### config.mk
export PLATFORM = sky130hd
export DESIGN_NAME = dlx_decode_flat
export DESIGN_NICKNAME = d
export VERILOG_FILES = /design/src/common/dlx_isa_pkg.sv /design/src/common/dlx_pipe_pkg.sv /design/src/common/dlx_fwd_if.sv /design/src/decode/dlx_regfile.sv /design/src/decode/dlx_decode.sv /design/src/flat_wrapper.sv
export VERILOG_INCLUDE_DIRS = /design/src /design/src/common
export SDC_FILE = /design/constraint.sdc
export NUM_CORES = 2
export LEC_CHECK = 0
export BUFFER_PORTS_ARGS = -buffer_cell sky130_fd_sc_hd__buf_2
export CAP_MARGIN = 20
export CORE_ASPECT_RATIO = 1.25
export CORE_UTILIZATION = 60
export DETAILED_ROUTE_END_ITERATION = 8
export PLACE_DENSITY = 0.88
export SKIP_LAST_GASP = 1
export SYNTH_ARGS = -nofsm -noshare
export SYNTH_HDL_FRONTEND = slang
export SYNTH_SLANG_ARGS = --single-unit
### constraint.sdc
create_clock -name clk -period 6.05 [get_ports clk]
set_input_delay 0.605 -clock clk [delete_from_list [all_inputs] [get_ports clk]]
set_output_delay 0.605 -clock clk [all_outputs]
set_load 0.02 [all_outputs]
### src/common/dlx_cfg.svh
`ifndef DLX_CFG_SVH
`define DLX_CFG_SVH

// data path and address width in bits
`define DLX_XLEN 32

// architectural registers, r0 included
`define DLX_NREGS 32

// instruction memory depth in words
`define DLX_IMEM_DEPTH 256

// data memory depth in words
`define DLX_DMEM_DEPTH 256

`endif

### src/common/dlx_isa_pkg.sv
`default_nettype none

`include "dlx_cfg.svh"

package dlx_isa_pkg;

   // machine word and register index
   typedef logic [`DLX_XLEN-1:0] word_t;
   typedef logic [$clog2(`DLX_NREGS)-1:0] reg_idx_t;

   // primary opcodes
   // r-type is 0 and selects on funct
   typedef enum logic [5:0] {
      op_rtype = 6'h00,
      op_j     = 6'h02,
      op_beqz  = 6'h04,
      op_bnez  = 6'h05,
      op_addi  = 6'h08,
      op_andi  = 6'h0c,
      op_ori   = 6'h0d,
      op_xori  = 6'h0e,
      op_slti  = 6'h1a,
      op_lw    = 6'h23,
      op_sw    = 6'h2b
   } opcode_t;

   // r-type function codes
   typedef enum logic [5:0] {
      fn_sll = 6'h04,
      fn_srl = 6'h06,
      fn_add = 6'h20,
      fn_sub = 6'h22,
      fn_and = 6'h24,
      fn_or  = 6'h25,
      fn_xor = 6'h26,
      fn_slt = 6'h2a
   } funct_t;

   typedef enum logic [3:0] {
      alu_add,
      alu_sub,
      alu_and,
      alu_or,
      alu_xor,
      alu_sll,
      alu_srl,
      alu_slt
   } alu_op_t;

   // fields in dlx order, msb first
   // i-type immediate is the low 16 bits, j offset the low 26
   typedef struct packed {
      opcode_t     opcode;
      reg_idx_t    rs1;
      reg_idx_t    rs2;
      reg_idx_t    rd;
      logic [4:0]  shamt;
      funct_t      funct;
   } instr_t;

endpackage

`default_nettype wire

### src/common/dlx_pipe_pkg.sv
`default_nettype none

package dlx_pipe_pkg;

   // fetch to decode
   typedef struct packed {
      logic                  valid;
      dlx_isa_pkg::word_t    pc_plus4;
      dlx_isa_pkg::instr_t   instr;
   } if_id_t;

   // decode to execute
   // operand values are raw register file reads, execute forwards over them
   typedef struct packed {
      logic                  valid;
      dlx_isa_pkg::word_t    pc_plus4;
      dlx_isa_pkg::word_t    rs1_val;
      dlx_isa_pkg::word_t    rs2_val;
      dlx_isa_pkg::reg_idx_t rs1_idx;
      dlx_isa_pkg::reg_idx_t rs2_idx;
      dlx_isa_pkg::reg_idx_t dst;
      logic [15:0]           imm16;
      logic                  sign_ext;
      logic                  use_imm;
      dlx_isa_pkg::alu_op_t  alu_op;
      logic                  reg_write;
      logic                  mem_write;
      logic                  mem_to_reg;
   } id_ex_t;

   // execute to memory
   typedef struct packed {
      logic                  valid;
      dlx_isa_pkg::word_t    alu_result;
      dlx_isa_pkg::word_t    store_data;
      dlx_isa_pkg::reg_idx_t dst;
      logic                  reg_write;
      logic                  mem_write;
      logic                  mem_to_reg;
   } ex_mem_t;

   // memory to writeback
   typedef struct packed {
      logic                  valid;
      dlx_isa_pkg::reg_idx_t dst;
      dlx_isa_pkg::word_t    wb_data;
      logic                  reg_write;
   } mem_wb_t;

endpackage

`default_nettype wire

### src/common/dlx_fwd_if.sv
`timescale 1ns/1ps
`default_nettype none

interface dlx_fwd_if;

   // register result still in flight in one stage
   logic                  reg_write;
   dlx_isa_pkg::reg_idx_t dst;
   dlx_isa_pkg::word_t    data;
   // data not ready yet, load still in execute
   logic                  is_load;

   modport producer (output reg_write, dst, data, is_load);
   modport consumer (input reg_write, dst, data, is_load);

endinterface

`default_nettype wire

### src/decode/dlx_regfile.sv
`timescale 1ns/1ps
`default_nettype none

`include "dlx_cfg.svh"

module dlx_regfile (
   input  wire logic                  clk,
   input  wire dlx_isa_pkg::reg_idx_t rs1_idx,
   input  wire dlx_isa_pkg::reg_idx_t rs2_idx,
   input  wire logic                  we,
   input  wire dlx_isa_pkg::reg_idx_t wr_idx,
   input  wire dlx_isa_pkg::word_t    wr_data,
   output dlx_isa_pkg::word_t         rs1_val,
   output dlx_isa_pkg::word_t         rs2_val
);

   dlx_isa_pkg::word_t regs [`DLX_NREGS];

   always_ff @(posedge clk) begin
      if (we && wr_idx != '0) begin
         regs[wr_idx] <= wr_data;
      end
   end

   // r0 reads zero
   // a same-cycle write shows up on the read side, covering writeback to decode
   assign rs1_val = (rs1_idx == '0) ? '0 :
                    (we && wr_idx == rs1_idx) ? wr_data : regs[rs1_idx];
   assign rs2_val = (rs2_idx == '0) ? '0 :
                    (we && wr_idx == rs2_idx) ? wr_data : regs[rs2_idx];

   // decode already drops reg_write for r0 destinations
   a_no_r0_write: assert property (@(posedge clk) we |-> wr_idx != '0);

endmodule

`default_nettype wire

### src/decode/dlx_decode.sv
`timescale 1ns/1ps
`default_nettype none

`include "dlx_cfg.svh"

module dlx_decode (
   input  wire logic                  clk,
   input  wire logic                  rst,
   input  wire dlx_pipe_pkg::if_id_t  id_in,
   dlx_fwd_if.consumer                fwd_ex,
   dlx_fwd_if.consumer                fwd_mem,
   input  wire logic                  wb_en,
   input  wire dlx_isa_pkg::reg_idx_t wb_reg,
   input  wire dlx_isa_pkg::word_t    wb_data,
   output dlx_pipe_pkg::id_ex_t       id_out,
   output logic                       stall,
   output logic                       redirect,
   output dlx_isa_pkg::word_t         target
);

   dlx_isa_pkg::instr_t   instr;
   dlx_isa_pkg::word_t    rf_rs1;
   dlx_isa_pkg::word_t    rf_rs2;
   dlx_isa_pkg::word_t    rs1_fwd;
   dlx_isa_pkg::reg_idx_t dst;
   dlx_isa_pkg::alu_op_t  alu_op;
   logic                  is_rtype;
   logic                  is_imm_alu;
   logic                  is_zext;
   logic                  is_lw;
   logic                  is_sw;
   logic                  is_br;
   logic                  is_j;
   logic                  funct_ok;
   logic                  taken;
   logic                  uses_rs1;
   logic                  uses_rs2;

   assign instr = id_in.instr;

   dlx_regfile regfile_inst (
      .clk     (clk),
      .rs1_idx (instr.rs1),
      .rs2_idx (instr.rs2),
      .we      (wb_en),
      .wr_idx  (wb_reg),
      .wr_data (wb_data),
      .rs1_val (rf_rs1),
      .rs2_val (rf_rs2)
   );

   // instruction class
   assign is_rtype   = instr.opcode == dlx_isa_pkg::op_rtype;
   assign is_zext    = instr.opcode inside {dlx_isa_pkg::op_andi, dlx_isa_pkg::op_ori,
                                            dlx_isa_pkg::op_xori};
   assign is_imm_alu = is_zext ||
                       instr.opcode inside {dlx_isa_pkg::op_addi, dlx_isa_pkg::op_slti};
   assign is_lw      = instr.opcode == dlx_isa_pkg::op_lw;
   assign is_sw      = instr.opcode == dlx_isa_pkg::op_sw;
   assign is_br      = instr.opcode inside {dlx_isa_pkg::op_beqz, dlx_isa_pkg::op_bnez};
   assign is_j       = instr.opcode == dlx_isa_pkg::op_j;

   // alu operation from funct or from opcode
   // loads and stores add the offset to the base
   always_comb begin
      alu_op   = dlx_isa_pkg::alu_add;
      funct_ok = 1'b1;
      if (is_rtype) begin
         case (instr.funct)
            dlx_isa_pkg::fn_add: alu_op = dlx_isa_pkg::alu_add;
            dlx_isa_pkg::fn_sub: alu_op = dlx_isa_pkg::alu_sub;
            dlx_isa_pkg::fn_and: alu_op = dlx_isa_pkg::alu_and;
            dlx_isa_pkg::fn_or:  alu_op = dlx_isa_pkg::alu_or;
            dlx_isa_pkg::fn_xor: alu_op = dlx_isa_pkg::alu_xor;
            dlx_isa_pkg::fn_sll: alu_op = dlx_isa_pkg::alu_sll;
            dlx_isa_pkg::fn_srl: alu_op = dlx_isa_pkg::alu_srl;
            dlx_isa_pkg::fn_slt: alu_op = dlx_isa_pkg::alu_slt;
            default:             funct_ok = 1'b0;
         endcase
      end else begin
         case (instr.opcode)
            dlx_isa_pkg::op_andi: alu_op = dlx_isa_pkg::alu_and;
            dlx_isa_pkg::op_ori:  alu_op = dlx_isa_pkg::alu_or;
            dlx_isa_pkg::op_xori: alu_op = dlx_isa_pkg::alu_xor;
            dlx_isa_pkg::op_slti: alu_op = dlx_isa_pkg::alu_slt;
            default:              alu_op = dlx_isa_pkg::alu_add;
         endcase
      end
   end

   // r-type writes rd, i-type writes the rs2 field
   assign dst      = is_rtype ? instr.rd : instr.rs2;
   assign uses_rs1 = !is_j;
   assign uses_rs2 = is_rtype || is_sw;

   always_comb begin
      id_out.valid      = id_in.valid;
      id_out.pc_plus4   = id_in.pc_plus4;
      id_out.rs1_val    = rf_rs1;
      id_out.rs2_val    = rf_rs2;
      id_out.rs1_idx    = instr.rs1;
      id_out.rs2_idx    = instr.rs2;
      id_out.dst        = dst;
      id_out.imm16      = instr[15:0];
      id_out.sign_ext   = !is_zext;
      id_out.use_imm    = !is_rtype;
      id_out.alu_op     = alu_op;
      // nothing lands in r0
      id_out.reg_write  = ((is_rtype && funct_ok) || is_imm_alu || is_lw) && dst != '0;
      id_out.mem_write  = is_sw;
      id_out.mem_to_reg = is_lw;
   end

   // branch operand, newest producer first
   // a load in execute never gets here since it stalls first
   always_comb begin
      if (fwd_ex.reg_write && fwd_ex.dst == instr.rs1)
         rs1_fwd = fwd_ex.data;
      else if (fwd_mem.reg_write && fwd_mem.dst == instr.rs1)
         rs1_fwd = fwd_mem.data;
      else
         rs1_fwd = rf_rs1;
   end

   // load-use hazard
   // one cycle is enough for the load to reach memory
   assign stall = id_in.valid && fwd_ex.reg_write && fwd_ex.is_load &&
                  ((uses_rs1 && fwd_ex.dst == instr.rs1) ||
                   (uses_rs2 && fwd_ex.dst == instr.rs2));

   always_comb begin
      case (instr.opcode)
         dlx_isa_pkg::op_beqz: taken = rs1_fwd == '0;
         dlx_isa_pkg::op_bnez: taken = rs1_fwd != '0;
         default:              taken = is_j;
      endcase
   end

   // offsets are relative to pc_plus4, no delay slot
   assign target = is_br ?
      id_in.pc_plus4 + {{(`DLX_XLEN-16){instr[15]}}, instr[15:0]} :
      id_in.pc_plus4 + {{(`DLX_XLEN-26){instr[25]}}, instr[25:0]};
   assign redirect = id_in.valid && !stall && taken;

   // a stall always clears after one cycle
   a_stall_one_cycle: assert property (
      @(posedge clk) disable iff (rst) stall |=> !stall
   );

endmodule

`default_nettype wire

### src/flat_wrapper.sv
// flat-port wrapper written by rule: the top's interface ports become plain ports
module dlx_decode_flat 
  (clk, rst, id_in, wb_en, wb_reg, wb_data, id_out, stall, redirect, target, fwd_ex_reg_write, fwd_ex_dst, fwd_ex_data, fwd_ex_is_load, fwd_mem_reg_write, fwd_mem_dst, fwd_mem_data, fwd_mem_is_load);
  dlx_fwd_if fwd_ex_i ();
  dlx_fwd_if fwd_mem_i ();
  input  wire logic clk;
  input  wire logic rst;
  input  wire dlx_pipe_pkg::if_id_t id_in;
  input  wire logic wb_en;
  input  wire dlx_isa_pkg::reg_idx_t wb_reg;
  input  wire dlx_isa_pkg::word_t wb_data;
  output dlx_pipe_pkg::id_ex_t id_out;
  output logic stall;
  output logic redirect;
  output dlx_isa_pkg::word_t target;
  input wire logic [$bits(fwd_ex_i.reg_write)-1:0] fwd_ex_reg_write;
  input wire logic [$bits(fwd_ex_i.dst)-1:0] fwd_ex_dst;
  input wire logic [$bits(fwd_ex_i.data)-1:0] fwd_ex_data;
  input wire logic [$bits(fwd_ex_i.is_load)-1:0] fwd_ex_is_load;
  input wire logic [$bits(fwd_mem_i.reg_write)-1:0] fwd_mem_reg_write;
  input wire logic [$bits(fwd_mem_i.dst)-1:0] fwd_mem_dst;
  input wire logic [$bits(fwd_mem_i.data)-1:0] fwd_mem_data;
  input wire logic [$bits(fwd_mem_i.is_load)-1:0] fwd_mem_is_load;
  assign fwd_ex_i.reg_write = fwd_ex_reg_write;
  assign fwd_ex_i.dst = fwd_ex_dst;
  assign fwd_ex_i.data = fwd_ex_data;
  assign fwd_ex_i.is_load = fwd_ex_is_load;
  assign fwd_mem_i.reg_write = fwd_mem_reg_write;
  assign fwd_mem_i.dst = fwd_mem_dst;
  assign fwd_mem_i.data = fwd_mem_data;
  assign fwd_mem_i.is_load = fwd_mem_is_load;
  dlx_decode u_core (.clk(clk), .rst(rst), .id_in(id_in), .fwd_ex(fwd_ex_i), .fwd_mem(fwd_mem_i), .wb_en(wb_en), .wb_reg(wb_reg), .wb_data(wb_data), .id_out(id_out), .stall(stall), .redirect(redirect), .target(target));
endmodule
==> summary.txt <==
Outcome - finished clean
Top cells by area, synth - edfxtp_1 (61%), mux4_2 (23%), mux2i_1 (3.0%)
Syn Std Cell Area - 50600 µm²
Placed instance area - 53600 µm²
Die height - 327 µm
Pint - 11900 µW
Setup CP Type - in2out
Largest net degree at the start of global routing - 104
Setup Viol. Count Final - 0
Crit path DAT - 5090 ps
Routed wire length - 171000 µm
Top Registers - u_core.regfile_inst.regs (1024)
Leading area contributor after synthesis - edfxtp_1
Via density - 8.15
Worst Path Max Fanout - 39
Fin area - 56600 µm²
Ys Warns - 0
CTS Buf Count - 89
Max VDD drop - 0.225 mV
Asr flop ratio synth - 0%
Setup_tns - 0 ps
# DRC - 0
GRT overflow - 0
Startpoint Class - input port
Gate Count Post-Synth - 2680
Slew margin rel. - 21.6%
Layout area overhead - 11.9%
Core box area - 83100 µm²
Row count - 118
Register area share after synthesis - 60.8%
Distinct cells, synth - 68
Clock Power Share - 36.7%
Clk buf depth - 3
CTS Hold Buffers Added - 0
Net Sw Frac - 24.8%
Sw Pwr - 3920 µW
Die area - 85500 µm²
Clock root buffer - clkbuf_16
Layout Cells excl Fill - 4157
Most frequent cells in the layout - edfxtp_1 (1024), mux4_2 (526), buf_2 (343)
Resized cells post-CTS - 0
Synth Flop Type - edfxtp_1
Fmax - 0.176 GHz
GP Congestion - 0.878
Final Hold Fails - 0
First-pass DRT Iterations - 6
Die W - 262 µm
Layout cell share with drive strength beyond 1 - 37.9%
Final Critical Period - 5690 ps
Setup bufs post-CTS - 0
Final ANT Viol Nets - 0
Worst hold path type - in2reg
Antenna violations before repair - 19
Commonest non-fill, non-tap cell in the layout - edfxtp_1
Starting DRT DRC Count - 6088
CTS tree - yes
# clock sinks - 1024
Vias in the first global route - 34072
Lkg Pwr - 0.0189 µW
Total I/O pin count - 354
Combinational group share of total power - 13.0%
WP data required - 5440 ps
Biggest register - u_core.regfile_inst.regs
PD cells - 280 nW/µm²
Syn avg cell area - 18.9 µm²
I/O Buffers - 350
Post-DP HPWL - 94400 µm
Worst slew pin tran - 1170 ps
Max-cap violations - 0
CTS clock-pin slew for the worst setup and hold paths - 60 ps
Placed Cells - 3980
EDFF count, synth - 1024
Fin crit share - 94.1%
Avg WL per Cell - 41.1 µm
Max FFs per register - 1024
Unrepaired setup endpoints after global routing - false
H-tree Lvls - 3
Yosys top cell area share - 60.8%
Flop pwr share - 50.3%
Initial Util - 60.8%
Vias - 33865
GRT Util Overall - 39.8%
Yosys reg bits - 1024
Final #Nets - 3208
CP Capture Type - output port
Max-slew violations - 0
First-pass GRT wire length - 236000 µm
synthesized netlist by cell type (all sizes together) (16+ instances only):
| cell type | count |
|---|---|
| edfxtp | 1024 |
| mux4 | 526 |
| buf | 155 |
| mux2i | 154 |
| clkbuf | 109 |
| nor2 | 97 |
| o221ai | 47 |
| a22o | 43 |
| a211o | 41 |
| a21oi | 41 |
| a211oi | 37 |
| nand2 | 37 |
| ha | 31 |
| xor2 | 31 |
| a21o | 26 |
| a32o | 24 |
| nor4 | 24 |
| xnor2 | 23 |
| nand3 | 19 |
| o21ai | 19 |
| a22oi | 16 |
| inv | 16 |
cell families after synthesis:
group	synth area share [%]
AND/OR/NAND/NOR	2.57
adder cells (fa/ha/maj)	0.807
buffers and inverters	2.90
other	0.00742
multiplexers	26.6
AO/OA/AOI/OAI	5.35
flip-flops	60.8
XOR/XNOR	0.935
metrics by stage:
| step | setup slack [ps] | utilization (%) | hold slack, ps | total power (µW) |
|---|---|---|---|---|
| after CTS | 531 | 68.0 | 420 | 15700 |
| after detailed placement | 578 | 64.5 | 1120 | 10100 |
| final | 360 | 68.1 | 428 | 15800 |
| after floorplan | 1070 | - | 704 | 9350 |
| after global routing | 255 | 68.1 | 462 | 16100 |
| after global placement | 622 | 64.5 | 1080 | 10000 |
path summary, 6_finish.rpt:
kind,depth (start not counted),slack (ps),startpoint,to
worst max-delay path,15,360,id_in[21],redirect
worst min-delay path,1,430,wb_data[20],u_core.regfile_inst.regs[24][20]
layout make-up:
cell class                      instances  area [µm²]
Sequential cell                      1024       30700
Fill cell                            4872       26500
Multi-Input combinational cell       1408       18800
Timing Repair Buffer                  454        2770
Clock buffer                          109        2390
Tap cell                             1080        1350
Clock inverter                         49         478
Inverter                               16        60.1
Antenna cell                           17        42.5
power groups by stage:
stage	clock network (µW)	logic [µW]	registers, µW
finish	5820	2050	7970
CTS	5770	1990	7960
global route	6010	2120	7970
floorplan	0	1260	8090
detailed placement	0	1960	8110
global placement	0	1910	8090
worst max-delay path: stages:
cell and delay (ps):
buf_8 370, buf_4 400, xor2_1 270, nor4_2 70, buf_4 180, and3b_2 420, buf_4 330, a32o_1 340
or4_1 590, nor4_1 290, buf_4 220, nand4_1 210, o211ai_1 180, nor4bb_1 300, buf_2 210
per-layer routing:
metal | part of all wire (%) | global-route usage (%) | wire length [µm]
met1 | 28 | 45.8 | 48500
met2 | 47 | 61.8 | 79900
met3 | 16 | 14.1 | 27900
met4 | 8.5 | 28.7 | 14600
met5 | 0.046 | 0.454 | 78
No activity file was read; power rests on OpenSTA's default activity.
